### config.mk
export PLATFORM = sky130hd
export DESIGN_NAME = tap_ctrl_top
export DESIGN_NICKNAME = d
export VERILOG_FILES = /design/src/hw/uart_pkg.sv /design/src/hw/tap_pkg.sv /design/src/hw/uart_rx.sv /design/src/hw/uart_tx.sv /design/src/hw/cmd_engine.sv /design/src/hw/tap_regs.sv /design/src/hw/tap_ctrl_top.sv
export SDC_FILE = /design/constraint.sdc
export NUM_CORES = 1
export LEC_CHECK = 0
export ABC_CLOCK_PERIOD_IN_PS = 6800
export BUFFER_PORTS_ARGS = -buffer_cell sky130_fd_sc_hd__buf_2
export CAP_MARGIN = 20
export CORE_MARGIN = 2
export CORE_UTILIZATION = 44
export DETAILED_ROUTE_END_ITERATION = 8
export GPL_TIMING_DRIVEN = 0
export PLACE_DENSITY = 0.66
export SETUP_SLACK_MARGIN = 0.15
export SKIP_CTS_REPAIR_TIMING = 1
export SLEW_MARGIN = 5
export SYNTH_ARGS = -nofsm -noshare
export SYNTH_HDL_FRONTEND = slang
export SYNTH_HIERARCHICAL = 1
export SYNTH_SLANG_ARGS = --single-unit
### constraint.sdc
create_clock -name tx_clk -period 6.8 [get_ports tx_clk]
set_input_delay 0.34 -clock tx_clk [delete_from_list [all_inputs] [get_ports tx_clk]]
set_output_delay 0.34 -clock tx_clk [all_outputs]
set_load 0.02 [all_outputs]
### src/hw/uart_pkg.sv
//**************************************************************************
// Serial line definitions: bit timing, counter widths and frame opcodes
//**************************************************************************

package uart_pkg;

	// Clocks per serial bit, no oversampling beyond this
	localparam int CLKS_PER_BIT = 16;

	// Bit period counter width
	localparam int CNT_W = $clog2(CLKS_PER_BIT);

	// Last count of a full bit period
	localparam logic [CNT_W-1:0] BIT_LAST = CNT_W'(CLKS_PER_BIT - 1);

	// Last count of half a bit, used to land in the middle of the start bit
	localparam logic [CNT_W-1:0] HALF_LAST = CNT_W'(CLKS_PER_BIT / 2 - 1);

	// Start bit, eight data bits, stop bit
	localparam int FRAME_W = 10;
	localparam logic [3:0] FRAME_LAST = 4'(FRAME_W - 1);

	// First byte of every host frame
	typedef enum logic [7:0] {
		OP_WRITE = 8'h57,
		OP_READ  = 8'h52
	} op_t;

endpackage

### src/hw/tap_pkg.sv
//**************************************************************************
// Register bus map, widths and the structs shared by the tap control path
//**************************************************************************

package tap_pkg;

	// Bus and tap widths
	localparam int ADDR_W = 8;
	localparam int DATA_W = 16;
	localparam int TAP_W  = 5;

	// Board configuration word
	localparam int CFG_W = 4;

	// Register map
	typedef enum logic [ADDR_W-1:0] {
		REG_CTL_TARGET  = 8'd0,
		REG_DATA_TARGET = 8'd1,
		REG_CTL_TAP     = 8'd2,
		REG_DATA_TAP    = 8'd3,
		REG_CONFIG      = 8'd4
	} reg_addr_t;

	// One bus request, qualified by a separate valid strobe
	typedef struct packed {
		logic              we;
		logic [ADDR_W-1:0] addr;
		logic [DATA_W-1:0] wdata;
	} bus_req_t;

	// Current delay taps, standing in for the delay line value outputs
	typedef struct packed {
		logic [TAP_W-1:0] ctl;
		logic [TAP_W-1:0] data;
	} tap_state_t;

endpackage

### src/hw/uart_rx.sv
//**************************************************************************
// Serial receiver, samples each bit at its middle and emits one byte per frame
//**************************************************************************
`timescale 1ns/1ns

module uart_rx (
	input  logic       tx_clk,
	input  logic       reset,
	input  logic       rxd,
	output logic       rx_valid,
	output logic [7:0] rx_byte
);

	typedef enum logic [1:0] {
		RX_IDLE,
		RX_START,
		RX_DATA,
		RX_STOP
	} rx_state_t;

	rx_state_t                  rx_state;
	logic                       rxd_meta;
	logic                       rxd_sync;
	logic                       rxd_prev;
	logic [uart_pkg::CNT_W-1:0] clk_cnt;
	logic [2:0]                 bit_cnt;
	logic [7:0]                 shift;

	// Two flops against metastability, a third one for the falling edge
	always_ff @(posedge tx_clk) begin
		if (reset) begin
			rxd_meta <= 1'b1;
			rxd_sync <= 1'b1;
			rxd_prev <= 1'b1;
		end else begin
			rxd_meta <= rxd;
			rxd_sync <= rxd_meta;
			rxd_prev <= rxd_sync;
		end
	end

	always_ff @(posedge tx_clk) begin
		if (reset) begin
			rx_state <= RX_IDLE;
			clk_cnt  <= '0;
			bit_cnt  <= '0;
			rx_valid <= 1'b0;
		end else begin
			rx_valid <= 1'b0;
			clk_cnt  <= clk_cnt + 1'b1;
			case (rx_state)
				RX_IDLE: begin
					// Falling edge marks a start bit
					if (rxd_prev && !rxd_sync) begin
						rx_state <= RX_START;
						clk_cnt  <= '0;
					end
				end
				RX_START: begin
					// Glitch check in the middle of the start bit
					if (clk_cnt == uart_pkg::HALF_LAST) begin
						clk_cnt  <= '0;
						bit_cnt  <= '0;
						rx_state <= rxd_sync ? RX_IDLE : RX_DATA;
					end
				end
				RX_DATA: begin
					if (clk_cnt == uart_pkg::BIT_LAST) begin
						// LSB first
						shift   <= {rxd_sync, shift[7:1]};
						bit_cnt <= bit_cnt + 1'b1;
						if (bit_cnt == 3'd7)
							rx_state <= RX_STOP;
					end
				end
				default: begin
					// Low stop bit drops the frame
					if (clk_cnt == uart_pkg::BIT_LAST) begin
						rx_valid <= rxd_sync;
						rx_state <= RX_IDLE;
					end
				end
			endcase
		end
	end

	// Shift register holds still until the next frame starts
	assign rx_byte = shift;

endmodule

### src/hw/uart_tx.sv
//**************************************************************************
// Serial transmitter, one byte per start strobe, busy while shifting
//**************************************************************************
`timescale 1ns/1ns

module uart_tx (
	input  logic       tx_clk,
	input  logic       reset,
	input  logic       tx_start,
	input  logic [7:0] tx_byte,
	output logic       txd,
	output logic       tx_busy
);

	logic [uart_pkg::FRAME_W-1:0] frame;
	logic [uart_pkg::CNT_W-1:0]   clk_cnt;
	logic [3:0]                   bit_cnt;

	always_ff @(posedge tx_clk) begin
		if (reset) begin
			// All ones keeps the line idle high
			frame   <= '1;
			clk_cnt <= '0;
			bit_cnt <= '0;
			tx_busy <= 1'b0;
		end else if (!tx_busy) begin
			if (tx_start) begin
				// Stop bit, data LSB first, start bit at the bottom
				frame   <= {1'b1, tx_byte, 1'b0};
				clk_cnt <= '0;
				bit_cnt <= '0;
				tx_busy <= 1'b1;
			end
		end else if (clk_cnt == uart_pkg::BIT_LAST) begin
			clk_cnt <= '0;
			// Shift in ones so the line rests high afterwards
			frame   <= {1'b1, frame[uart_pkg::FRAME_W-1:1]};
			if (bit_cnt == uart_pkg::FRAME_LAST)
				tx_busy <= 1'b0;
			else
				bit_cnt <= bit_cnt + 1'b1;
		end else begin
			clk_cnt <= clk_cnt + 1'b1;
		end
	end

	// Line driven straight from a flop
	assign txd = frame[0];

endmodule

### src/hw/cmd_engine.sv
//**************************************************************************
// Host frame parser, issues bus requests and returns read data over serial
//**************************************************************************
`timescale 1ns/1ns

module cmd_engine (
	input  logic                      tx_clk,
	input  logic                      reset,
	input  logic                      rx_valid,
	input  logic [7:0]                rx_byte,
	input  logic                      tx_busy,
	input  logic [tap_pkg::DATA_W-1:0] rdata,
	output logic                      req_valid,
	output tap_pkg::bus_req_t         req,
	output logic                      tx_start,
	output logic [7:0]                tx_byte
);

	typedef enum logic [2:0] {
		S_IDLE,
		S_ADDR,
		S_DATA_HI,
		S_DATA_LO,
		S_WAIT_READ,
		S_SEND_HI,
		S_SEND_LO
	} state_t;

	state_t                    state;
	uart_pkg::op_t             op_q;
	logic [7:0]                data_hi;
	logic [7:0]                rd_lo;
	logic                      rd_pending;
	logic                      busy_q;
	logic                      busy_fall;

	// First idle cycle after a byte went out
	assign busy_fall = busy_q && !tx_busy;

	always_ff @(posedge tx_clk) begin
		if (reset) begin
			state      <= S_IDLE;
			req_valid  <= 1'b0;
			tx_start   <= 1'b0;
			rd_pending <= 1'b0;
			busy_q     <= 1'b0;
		end else begin
			req_valid  <= 1'b0;
			tx_start   <= 1'b0;
			busy_q     <= tx_busy;
			// Register read data lands one cycle after the request
			rd_pending <= req_valid && !req.we;
			case (state)
				S_IDLE: begin
					if (rx_valid) begin
						case (uart_pkg::op_t'(rx_byte))
							uart_pkg::OP_WRITE, uart_pkg::OP_READ: begin
								op_q  <= uart_pkg::op_t'(rx_byte);
								state <= S_ADDR;
							end
							// Unknown opcode, stay here and wait for a real one
							default: state <= S_IDLE;
						endcase
					end
				end
				S_ADDR: begin
					if (rx_valid) begin
						req.addr <= rx_byte;
						if (op_q == uart_pkg::OP_WRITE) begin
							state <= S_DATA_HI;
						end else begin
							req.we    <= 1'b0;
							req_valid <= 1'b1;
							state     <= S_WAIT_READ;
						end
					end
				end
				S_DATA_HI: begin
					if (rx_valid) begin
						data_hi <= rx_byte;
						state   <= S_DATA_LO;
					end
				end
				S_DATA_LO: begin
					if (rx_valid) begin
						req.we    <= 1'b1;
						req.wdata <= {data_hi, rx_byte};
						req_valid <= 1'b1;
						state     <= S_IDLE;
					end
				end
				S_WAIT_READ: begin
					// High byte goes out now, low byte kept for later
					if (rd_pending) begin
						tx_byte  <= rdata[15:8];
						rd_lo    <= rdata[7:0];
						tx_start <= 1'b1;
						state    <= S_SEND_HI;
					end
				end
				S_SEND_HI: begin
					if (busy_fall) begin
						tx_byte  <= rd_lo;
						tx_start <= 1'b1;
						state    <= S_SEND_LO;
					end
				end
				default: begin
					// Response done, accept frames again
					if (busy_fall)
						state <= S_IDLE;
				end
			endcase
		end
	end

endmodule

### src/hw/tap_regs.sv
//**************************************************************************
// Delay control registers, two ramping tap lanes and the config word
//**************************************************************************
`timescale 1ns/1ns

module tap_regs (
	input  logic                       tx_clk,
	input  logic                       reset,
	input  logic                       req_valid,
	input  tap_pkg::bus_req_t          req,
	output logic [tap_pkg::DATA_W-1:0] rdata,
	output tap_pkg::tap_state_t        taps,
	output logic [tap_pkg::CFG_W-1:0]  ext_config
);

	logic [tap_pkg::TAP_W-1:0] ctl_target;
	logic [tap_pkg::TAP_W-1:0] data_target;
	tap_pkg::reg_addr_t        req_addr;

	assign req_addr = tap_pkg::reg_addr_t'(req.addr);

	// Writable registers, taps and unmapped addresses fall through
	always_ff @(posedge tx_clk) begin
		if (reset) begin
			ctl_target  <= '0;
			data_target <= '0;
			ext_config  <= '0;
		end else if (req_valid && req.we) begin
			case (req_addr)
				tap_pkg::REG_CTL_TARGET:  ctl_target  <= req.wdata[tap_pkg::TAP_W-1:0];
				tap_pkg::REG_DATA_TARGET: data_target <= req.wdata[tap_pkg::TAP_W-1:0];
				tap_pkg::REG_CONFIG:      ext_config  <= req.wdata[tap_pkg::CFG_W-1:0];
				default: ;
			endcase
		end
	end

	// One tap per clock toward the target, like stepping a delay line
	always_ff @(posedge tx_clk) begin
		if (reset) begin
			taps <= '0;
		end else begin
			if (taps.ctl < ctl_target)
				taps.ctl <= taps.ctl + 1'b1;
			else if (taps.ctl > ctl_target)
				taps.ctl <= taps.ctl - 1'b1;
			if (taps.data < data_target)
				taps.data <= taps.data + 1'b1;
			else if (taps.data > data_target)
				taps.data <= taps.data - 1'b1;
		end
	end

	// Registered read mux, value ready the cycle after the request
	always_ff @(posedge tx_clk) begin
		if (req_valid) begin
			case (req_addr)
				tap_pkg::REG_CTL_TARGET:  rdata <= tap_pkg::DATA_W'(ctl_target);
				tap_pkg::REG_DATA_TARGET: rdata <= tap_pkg::DATA_W'(data_target);
				tap_pkg::REG_CTL_TAP:     rdata <= tap_pkg::DATA_W'(taps.ctl);
				tap_pkg::REG_DATA_TAP:    rdata <= tap_pkg::DATA_W'(taps.data);
				tap_pkg::REG_CONFIG:      rdata <= tap_pkg::DATA_W'(ext_config);
				// Unmapped reads as zero
				default:                  rdata <= '0;
			endcase
		end
	end

endmodule

### src/hw/tap_ctrl_top.sv
//**************************************************************************
// Serial-controlled RGMII receive delay taps, joins UART, parser and registers
//**************************************************************************
`timescale 1ns/1ns

module tap_ctrl_top (
	input  logic                      tx_clk,
	input  logic                      reset,
	input  logic                      uart_rxd,
	output logic                      uart_txd,
	output tap_pkg::tap_state_t       taps,
	output logic [tap_pkg::CFG_W-1:0] ext_config,
	output logic                      vcxo_en
);

	logic                       rx_valid;
	logic [7:0]                 rx_byte;
	logic                       req_valid;
	tap_pkg::bus_req_t          req;
	logic [tap_pkg::DATA_W-1:0] rdata;
	logic                       tx_start;
	logic [7:0]                 tx_byte;
	logic                       tx_busy;

	uart_rx u_uart_rx (
		.tx_clk   (tx_clk),
		.reset    (reset),
		.rxd      (uart_rxd),
		.rx_valid (rx_valid),
		.rx_byte  (rx_byte)
	);

	cmd_engine u_cmd_engine (
		.tx_clk    (tx_clk),
		.reset     (reset),
		.rx_valid  (rx_valid),
		.rx_byte   (rx_byte),
		.tx_busy   (tx_busy),
		.rdata     (rdata),
		.req_valid (req_valid),
		.req       (req),
		.tx_start  (tx_start),
		.tx_byte   (tx_byte)
	);

	tap_regs u_tap_regs (
		.tx_clk     (tx_clk),
		.reset      (reset),
		.req_valid  (req_valid),
		.req        (req),
		.rdata      (rdata),
		.taps       (taps),
		.ext_config (ext_config)
	);

	uart_tx u_uart_tx (
		.tx_clk   (tx_clk),
		.reset    (reset),
		.tx_start (tx_start),
		.tx_byte  (tx_byte),
		.txd      (uart_txd),
		.tx_busy  (tx_busy)
	);

	// Oscillator enable is active low on config bit 1
	assign vcxo_en = ~ext_config[1];

endmodule

### Word level (Yosys, flattened, before mapping)

Cells that the tools add are included.
W data, S select, Z words.

* bits in registers: 125
* bits in latches: 0
* memory bits (writable): 0
* memory bits (read-only): 0
* input port bits: 3
* output and inout bits: 16
* word-level logic and storage cells: 166
* memories: 0

* add/subtract/negate cells: 8
* multipliers: 0
* div/mod/pow operators: 0
* magnitude comparators: 4
* equal/unequal tests: 32
* shifts and indexed selects: 0
* mux-type cells: 55
* bitwise gates (word level): 3
* reductions and logical operators: 35

Operator list (number)
* $mux W4: 8
* $mux W10: 3
* $mux W3: 10
* $pmux W5 S5: 1
* $eq A8 B7 Y1 const B: 3
* $mux W5: 4
* $pmux W3 S6: 1
* $reduce_and A3 Y1: 6
* $eq A8 B2 Y1 const B: 2
* $mux W8: 2
* $pmux W8 S2: 1
* $ne A2 B2 Y1 const B: 7
* $add A4 B1 Y4 const B: 3
* $eq A4 B4 Y1 const B: 3
* $mux W1: 12
* $mux W2: 6
* $ne A2 B1 Y1 const B: 6
* $reduce_bool A2 Y1: 6
* $add A5 B1 Y5 const B: 2
* $gt A5 B5 Y1: 2
* $lt A5 B5 Y1: 2
* $reduce_and A5 Y1: 2
* $sub A5 B1 Y5 const B: 2
* $eq A3 B3 Y1 const B: 3
* 26 further kinds: 40

### Depth between registers and ports, before layout

Gate-level depths: netlist of run 1.

* depth in word-level cells: 5
* depth in mapped cells: 9

### By module

The synthesis of run 1 kept the hierarchy.

By module, submodules not included
* cmd_engine: times used 1, cells each 125, area an instance 2255.9 um^2, sequential area each 1851.8 um^2
* tap_regs: times used 1, cells each 207, area an instance 1955.6 um^2, sequential area each 630.6 um^2
* uart_rx: times used 1, cells each 77, area an instance 933.4 um^2, sequential area each 500.5 um^2
* uart_tx: times used 1, cells each 104, area an instance 903.4 um^2, sequential area each 360.3 um^2
* tap_ctrl_top: times used 1, cells each 1, area an instance 3.8 um^2, sequential area each 0.0 um^2

### Worst setup path before layout of run 1

No wires, ideal clock.

* path kind: register -> register
* start point: register, netlist name u_tap_regs/taps[4]
* end point: register, netlist name u_tap_regs/taps[3]
* setup time: 116 ps
* arrival: 2252 ps
* data required time: 6684 ps
* setup slack: 4431 ps
* stages on the path, launching flop included: 9
* path buffers: 0
* path through: dfxtp_1 -> ha_1 -> a21oi_1 -> o221ai_1 -> ha_1 -> a21o_1 -> a21oi_1 -> xnor2_1 -> a31o_2

* word-level cells in the longest chain between the ends: 2
* elaborated cells between the ends (all ways): 4
* classes of those cells: order compare: 2; mux: 1; reduce/logical: 1

RTL lines (RTL line)
* $lt A5 B5 Y1 or $gt A5 B5 Y1 (tied branches): tap_regs.sv:47, tap_regs.sv:49
* $mux W5 or $reduce_bool A2 Y1 (tied branches)

Parallel ways exist; a longest one is shown, timed or not.
A chain may end at the register's enable or synchronous reset.

### Worst setup path after layout of run 1

* start point: register, netlist name u_tap_regs/taps[9]
* end point: register, netlist name u_tap_regs/taps[9]

* word-level cells in the longest chain between the ends: 3
* elaborated cells between the ends (all ways): 7
* classes of those cells: add/sub: 2; order compare: 2; mux: 2; reduce/logical: 1

RTL lines
* $sub A5 B1 Y5: RTL line tap_regs.sv:46 `taps.ctl <= taps.ctl - 1'b1;`
* $mux W5: RTL line tap_regs.sv:45 `else if (taps.ctl > ctl_target)`
* $mux W5: RTL line tap_regs.sv:43 `if (taps.ctl < ctl_target)`

Parallel ways exist; a longest one is shown, timed or not. The select of a mux whose other input is x is not followed.

==> out/metrics.yaml, run 1 <==
synthesis:
  syn-cell-area_um2: 5477
  synth.avg_cell_area_um2: 11.09
  syn-instance-count: 494
  ys_warn_count: 6
die:
  initial_core_util_pct: 45.40
  num_io_pins: 19
  die-area_um2: 13360
  fp.dieH_um: 115.6
  die_x_um: 115.6
  std_cell_rows: 40
  core_area_um2: 12060
final_layout:
  area_growth_pct: 17.09
  antenna_cells: 0
  fin_cells: 723
  nets: 573
  drive_above_1_share_pct: 18.38
job:
  maxCapViolations: 0
detailed_routing:
  drtIter0Drc: 273
  routed_wl_um: 10450
  first_pass_iters: 5
  remaining_drc_errors: 0
  drt-vias-per-instance: 5.389
  final_antenna_net_count: 0
  wire_per_inst_um: 14.45
  vias: 3896
grt:
  grt_first_pass_wirelength_um: 17790
  gr-max-usage-layer: "met2"
  grt_use_met3_pct: 5.126
  grt_use_met1_pct: 21.89
  globalRouteTotalUtil_pct: 17.05
  grt_overflow_total: 0
  grtUsageMet2_pct: 27.49
  grt_max_degree: 17
  antenna_found_initial: 0
  first_global_vias: 3781
clocking:
  numCtsBuffers: 17
  cts.sinks: 113
  cts_buffer_depth: 2
  clkLatencyLatePin_ps: 400
  clk_pin_slew_ps: 50
  cts_tree: "built"
  cts_max_level: 4
  root_buffer: "clkbuf_16"
power:
  power.leakage_uw: 0.002391
  power_uw: 2204
  cellPowerDensity_nw_per_um2: 343.7
  max-vdd-ir-drop_v: 0.0002929
sta:
  fin_ws_ps: 4238
  final_hold_viol_count: 0
  max_slew.worst_pin.slew_ps: 647.7
  setup_tns_ps: 0
  slew-limit-headroom_pct: 56.66
  finalSetupViolations: 0
  whs_ps: 110.0
  fin_skew_ps: 9.596
  rsz0062_at_grt: "no"
  min_period_ps: 2562
  max_freq_mhz: 390.3
  finalCritPeriodShare_pct: 37.68
  slew_violations: 0
placement:
  dp_cells: 690
  place_congestion: 0.8097
  dp_hpwl_um: 7378
  numPortBuffers: 18
  pre_cts_ws_ps: 4266
critical_path:
  cp.required_ps: 7080
  critPathLaunchType: "flip-flop"
  timing.rr.start: "u_tap_regs/taps[9]"
  end_kind: "flip-flop"
  critPathKind: "flip-flop to flip-flop"
  worst-path-max-fanout: 7
  cp-startpoint: "u_tap_regs/taps[9]"
  cp.arrival_ps: 2840
worst_hold_path:
  hold_class: "primary input to flip-flop"
  min_from: "uart_rxd"
run_status:
  outcome: "complete, no violations"
[power by group]
part	switching, µW	total, µW	internal (µW)
logic	298	532	234
registers	54.0	796	742
clock network	302	876	574
[flip-flops by register name (all words and copies together), names as in the netlist, 5 cells and up]
signal / count
u_cmd_engine/op_q: 8
u_uart_rx/rx_byte: 8
u_tap_regs/rdata: 5
u_cmd_engine/tx_byte: 8
u_tap_regs/taps: 10
u_tap_regs/data_target: 5
u_uart_tx/frame: 9
u_tap_regs/ctl_target: 5
u_cmd_engine/req: 14
u_cmd_engine/rd_lo: 8
[layer usage]
metal / part of all wire [%] / vias to the layer above / wire, µm
li1: - / 1919 / -
met1: 46 / 1867 / 4773
met2: 49 / 97 / 5088
met3: 4.4 / 13 / 456
met4: 1.2 / 0 / 127
met5: 0 / - / 0
[critical path, cell delays in order (launching register included)]
cell and delay, ps:
dfxtp_1 430, ha_1 310, a21oi_1 270, o221ai_1 370, ha_1 440, a21oi_1 240
nand2_1 90, o2111ai_1 190, nand3_1 100
[placed cells by master, fill, tap and decap left out, types with 6 or more instances in the layout]
cell type  count
mux2_2         9
edfxtp_1      51
inv_1         26
buf_2         25
conb_1        11
and2_1        11
nand4_1        7
a221oi_1       8
nand3_1       16
clkbuf_16     17
ha_1          26
o21ai_0       14
mux2i_1       17
nand2b_1      10
clkbuf_1      10
buf_4         12
nand2_1       16
nor2_1        34
and4_1         6
a21oi_1       27
nor3_1        21
dfxtp_1       62
[area by class of cell]
| class | instances | area [µm²] |
|---|---|---|
| fillers | 1065 | 5649 |
| repair buffers | 19 | 95.09 |
| inverters | 27 | 101.3 |
| flip-flops and latches | 113 | 2773 |
| well taps | 168 | 210.2 |
| plain buffers | 30 | 180.2 |
| clock buffers | 18 | 429.2 |
| clock inverters | 14 | 163.9 |
| multi-input cells | 334 | 2460 |
[final timing paths]
path | depth (start not counted) | to | slack, ps
max | 8 | u_tap_regs/taps[9] | 4240
min | 2 | u_uart_rx/rxd_meta | 110
max reg2reg | 8 | u_tap_regs/taps[9] | 4240
min reg2reg | 1 | u_uart_rx/rxd_sync | 420
[through the flow]
| stage | utilization [%] | cell area [µm²] |
|---|---|---|
| after global routing | 53.16 | 6412 |
| after detailed placement | 48.21 | 5814 |
| final | 53.16 | 6412 |
| after global placement | 48.21 | 5814 |
| after CTS | 53.12 | 6407 |
| after floorplan | - | 5514 |
No activity file was read; power rests on OpenSTA's default activity.
==> run 2, diff against run 1 <==
Settings changed: ABC_AREA from default to 1, ABC_CLOCK_PERIOD_IN_PS 6800 to 2200, PLACE_DENSITY 0.66 to 0.68.
Clock period 6.8 ns to 2.2 ns, I/O delays scaled along.
==> run 2 against run 1 <==
Largest cell class unchanged; utilization increased by 3.8 points; via count increased by 18%; non-clock buffer count increased by 18; clock skew increased by 5.0 ps; sequential cell count unchanged.
==> out/metrics.yaml, run 2 <==
run_status:
  outcome: "complete, no violations"
clocking:
  cts_max_level: 4
  cts_buffer_depth: 2
  cts.sinks: 113
  numCtsBuffers: 17
  root_buffer: "clkbuf_16"
  cts_tree: "built"
  clkLatencyLatePin_ps: 420
  clk_pin_slew_ps: 50
critical_path:
  slowest_stage: "fa_2"
  cp.required_ps: 2500
  worst-path-max-fanout: 8
  critPathKind: "flip-flop to flip-flop"
  crit_top_cell: "nor2_1"
  cp_cell_sequence: "inv_2 -> ha_4 -> nand2_4 -> nor2_2 -> nand2_2 -> nand3_4 -> fa_2 -> inv_2 -> nor2_1 -> nor2_1 -> nand2_1 -> inv_1 -> nand2_1 -> a21oi_1 -> nor2_1"
  regToRegSetupSlack_ps: 20
  reg2reg_depth: 15
  cpPeakStageDelay_ps: 440
  critPathLaunchType: "flip-flop"
  cp.arrival_ps: 2480
  end_kind: "flip-flop"
power:
  max-vdd-ir-drop_v: 0.001503
  power.leakage_uw: 0.003128
  cellPowerDensity_nw_per_um2: 1157
sta:
  fin_ws_ps: 17.09
  min_period_ps: 2183
  rsz0062_at_grt: "yes"
  final_hold_viol_count: 0
  whs_ps: 65.98
  fin_skew_ps: 14.55
  slew-limit-headroom_pct: 40.05
  max_slew.worst_pin.slew_ps: 892.4
  setup_tns_ps: 0
  finalSetupViolations: 0
  max_freq_mhz: 458.1
  slew_violations: 0
  finalCritPeriodShare_pct: 99.22
detailed_routing:
  final_antenna_net_count: 0
  first_pass_iters: 7
  wire_per_inst_um: 13.07
  remaining_drc_errors: 0
  vias: 4586
  drt-vias-per-instance: 4.942
  drtIter0Drc: 328
  routed_wl_um: 12130
grt:
  grt_overflow_total: 0
  grt_first_pass_wirelength_um: 18490
  grt_max_degree: 17
  antenna_found_initial: 0
  first_global_vias: 4074
  globalRouteTotalUtil_pct: 16.71
job:
  maxCapViolations: 0
final_layout:
  stdcell_area_um2: 7163
  largest_reg_flops: 14
  antenna_cells: 0
  top_regs: "u_cmd_engine/req: 14 flops, u_tap_regs/taps: 10 flops, u_uart_tx/frame: 9 flops"
  final_cell_mix: "nand2_1, inv_1, nor2_1, nand3_1, edfxtp_1"
  area_growth_pct: 26.69
  nets: 774
  layout_commonest_cell: "nand2_1"
  fillers: 1034
  drive_above_1_share_pct: 26.06
  max_flop_register: "u_cmd_engine/req"
placement:
  dp_hpwl_um: 7600
  placed_area_um2: 6031
  numPortBuffers: 18
  pre_cts_ws_ps: -163.2
  place_congestion: 0.8846
worst_hold_path:
  min_path_cells: 2
  hold_class: "primary input to flip-flop"
synthesis:
  synth.avg_cell_area_um2: 8.452
  syn-instance-count: 669
  syn-cell-area_um2: 5654
  ys_warn_count: 6
die:
  std_cell_rows: 41
  die_x_um: 117.4
  die-area_um2: 13770
  fp.dieH_um: 117.4
  num_io_pins: 19
  core_area_um2: 12570
  initial_core_util_pct: 44.99
-- run 2: worst paths after layout --
check / startpoint / to
hold reg to reg: u_uart_rx/rxd_meta / u_uart_rx/rxd_sync
hold / removal: reset / u_cmd_engine/busy_q
setup reg to reg: u_tap_regs/data_target[4] / u_tap_regs/taps[4]
setup / recovery: u_tap_regs/data_target[4] / u_tap_regs/taps[4]
-- run 2: worst max-delay path, delay by kind of cell, from the launching register on --
| kind | cells | cell delay, ps |
|---|---|---|
| buffers and inverters | 3 | 170 |
| AO/OA/AOI/OAI | 1 | 150 |
| AND/OR/NAND/NOR | 9 | 730 |
| adder cells (fa/ha/maj) | 2 | 680 |
| flip-flops | 1 | 350 |
-- run 2: routing by layer --
metal	part of all wire, %	wire length, µm	global-route usage [%]	up-vias
met3	4.6	563	5.156	18
li1	-	-	-	2292
met4	1.8	216	7.907	0
met1	44	5295	20.44	2141
met2	50	6057	26.94	135
met5	0	0	0	-
-- run 2: cell type report --
class | count | area (µm²) | area share [%]
Sequential cell | 113 | 2814 | 39.28
Multi-Input combinational cell | 448 | 2670 | 37.28
Clock buffer | 21 | 440.4 | 6.148
Inverter | 96 | 364.1 | 5.083
Timing Repair Buffer | 45 | 300.3 | 4.192
Tap cell | 172 | 215.2 | 3.004
Clock inverter | 11 | 188.9 | 2.638
Buffer | 22 | 170.2 | 2.376
-- run 2: power breakdown --
| part | switching (µW) | leakage [µW] | internal, µW |
|---|---|---|---|
| logic | 1520 | 0.00186 | 1320 |
| clock network | 929 | 0.000303 | 2000 |
| registers | 184 | 0.000962 | 2330 |
| total | 2640 | 0.00313 | 5650 |
-- run 2: metrics by stage --
| stage | std cells | utilization (%) | power [µW] |
|---|---|---|---|
| 5_1_grt | 928 | 56.99 | 8748 |
| 3_5_place_dp | 870 | 47.98 | 4321 |
| 4_1_cts | 902 | 52.99 | 7262 |
| 2_1_floorplan | 679 | - | 3928 |
| 3_3_place_gp | 869 | 47.89 | 4234 |
| 6_report | 928 | 56.99 | 8288 |
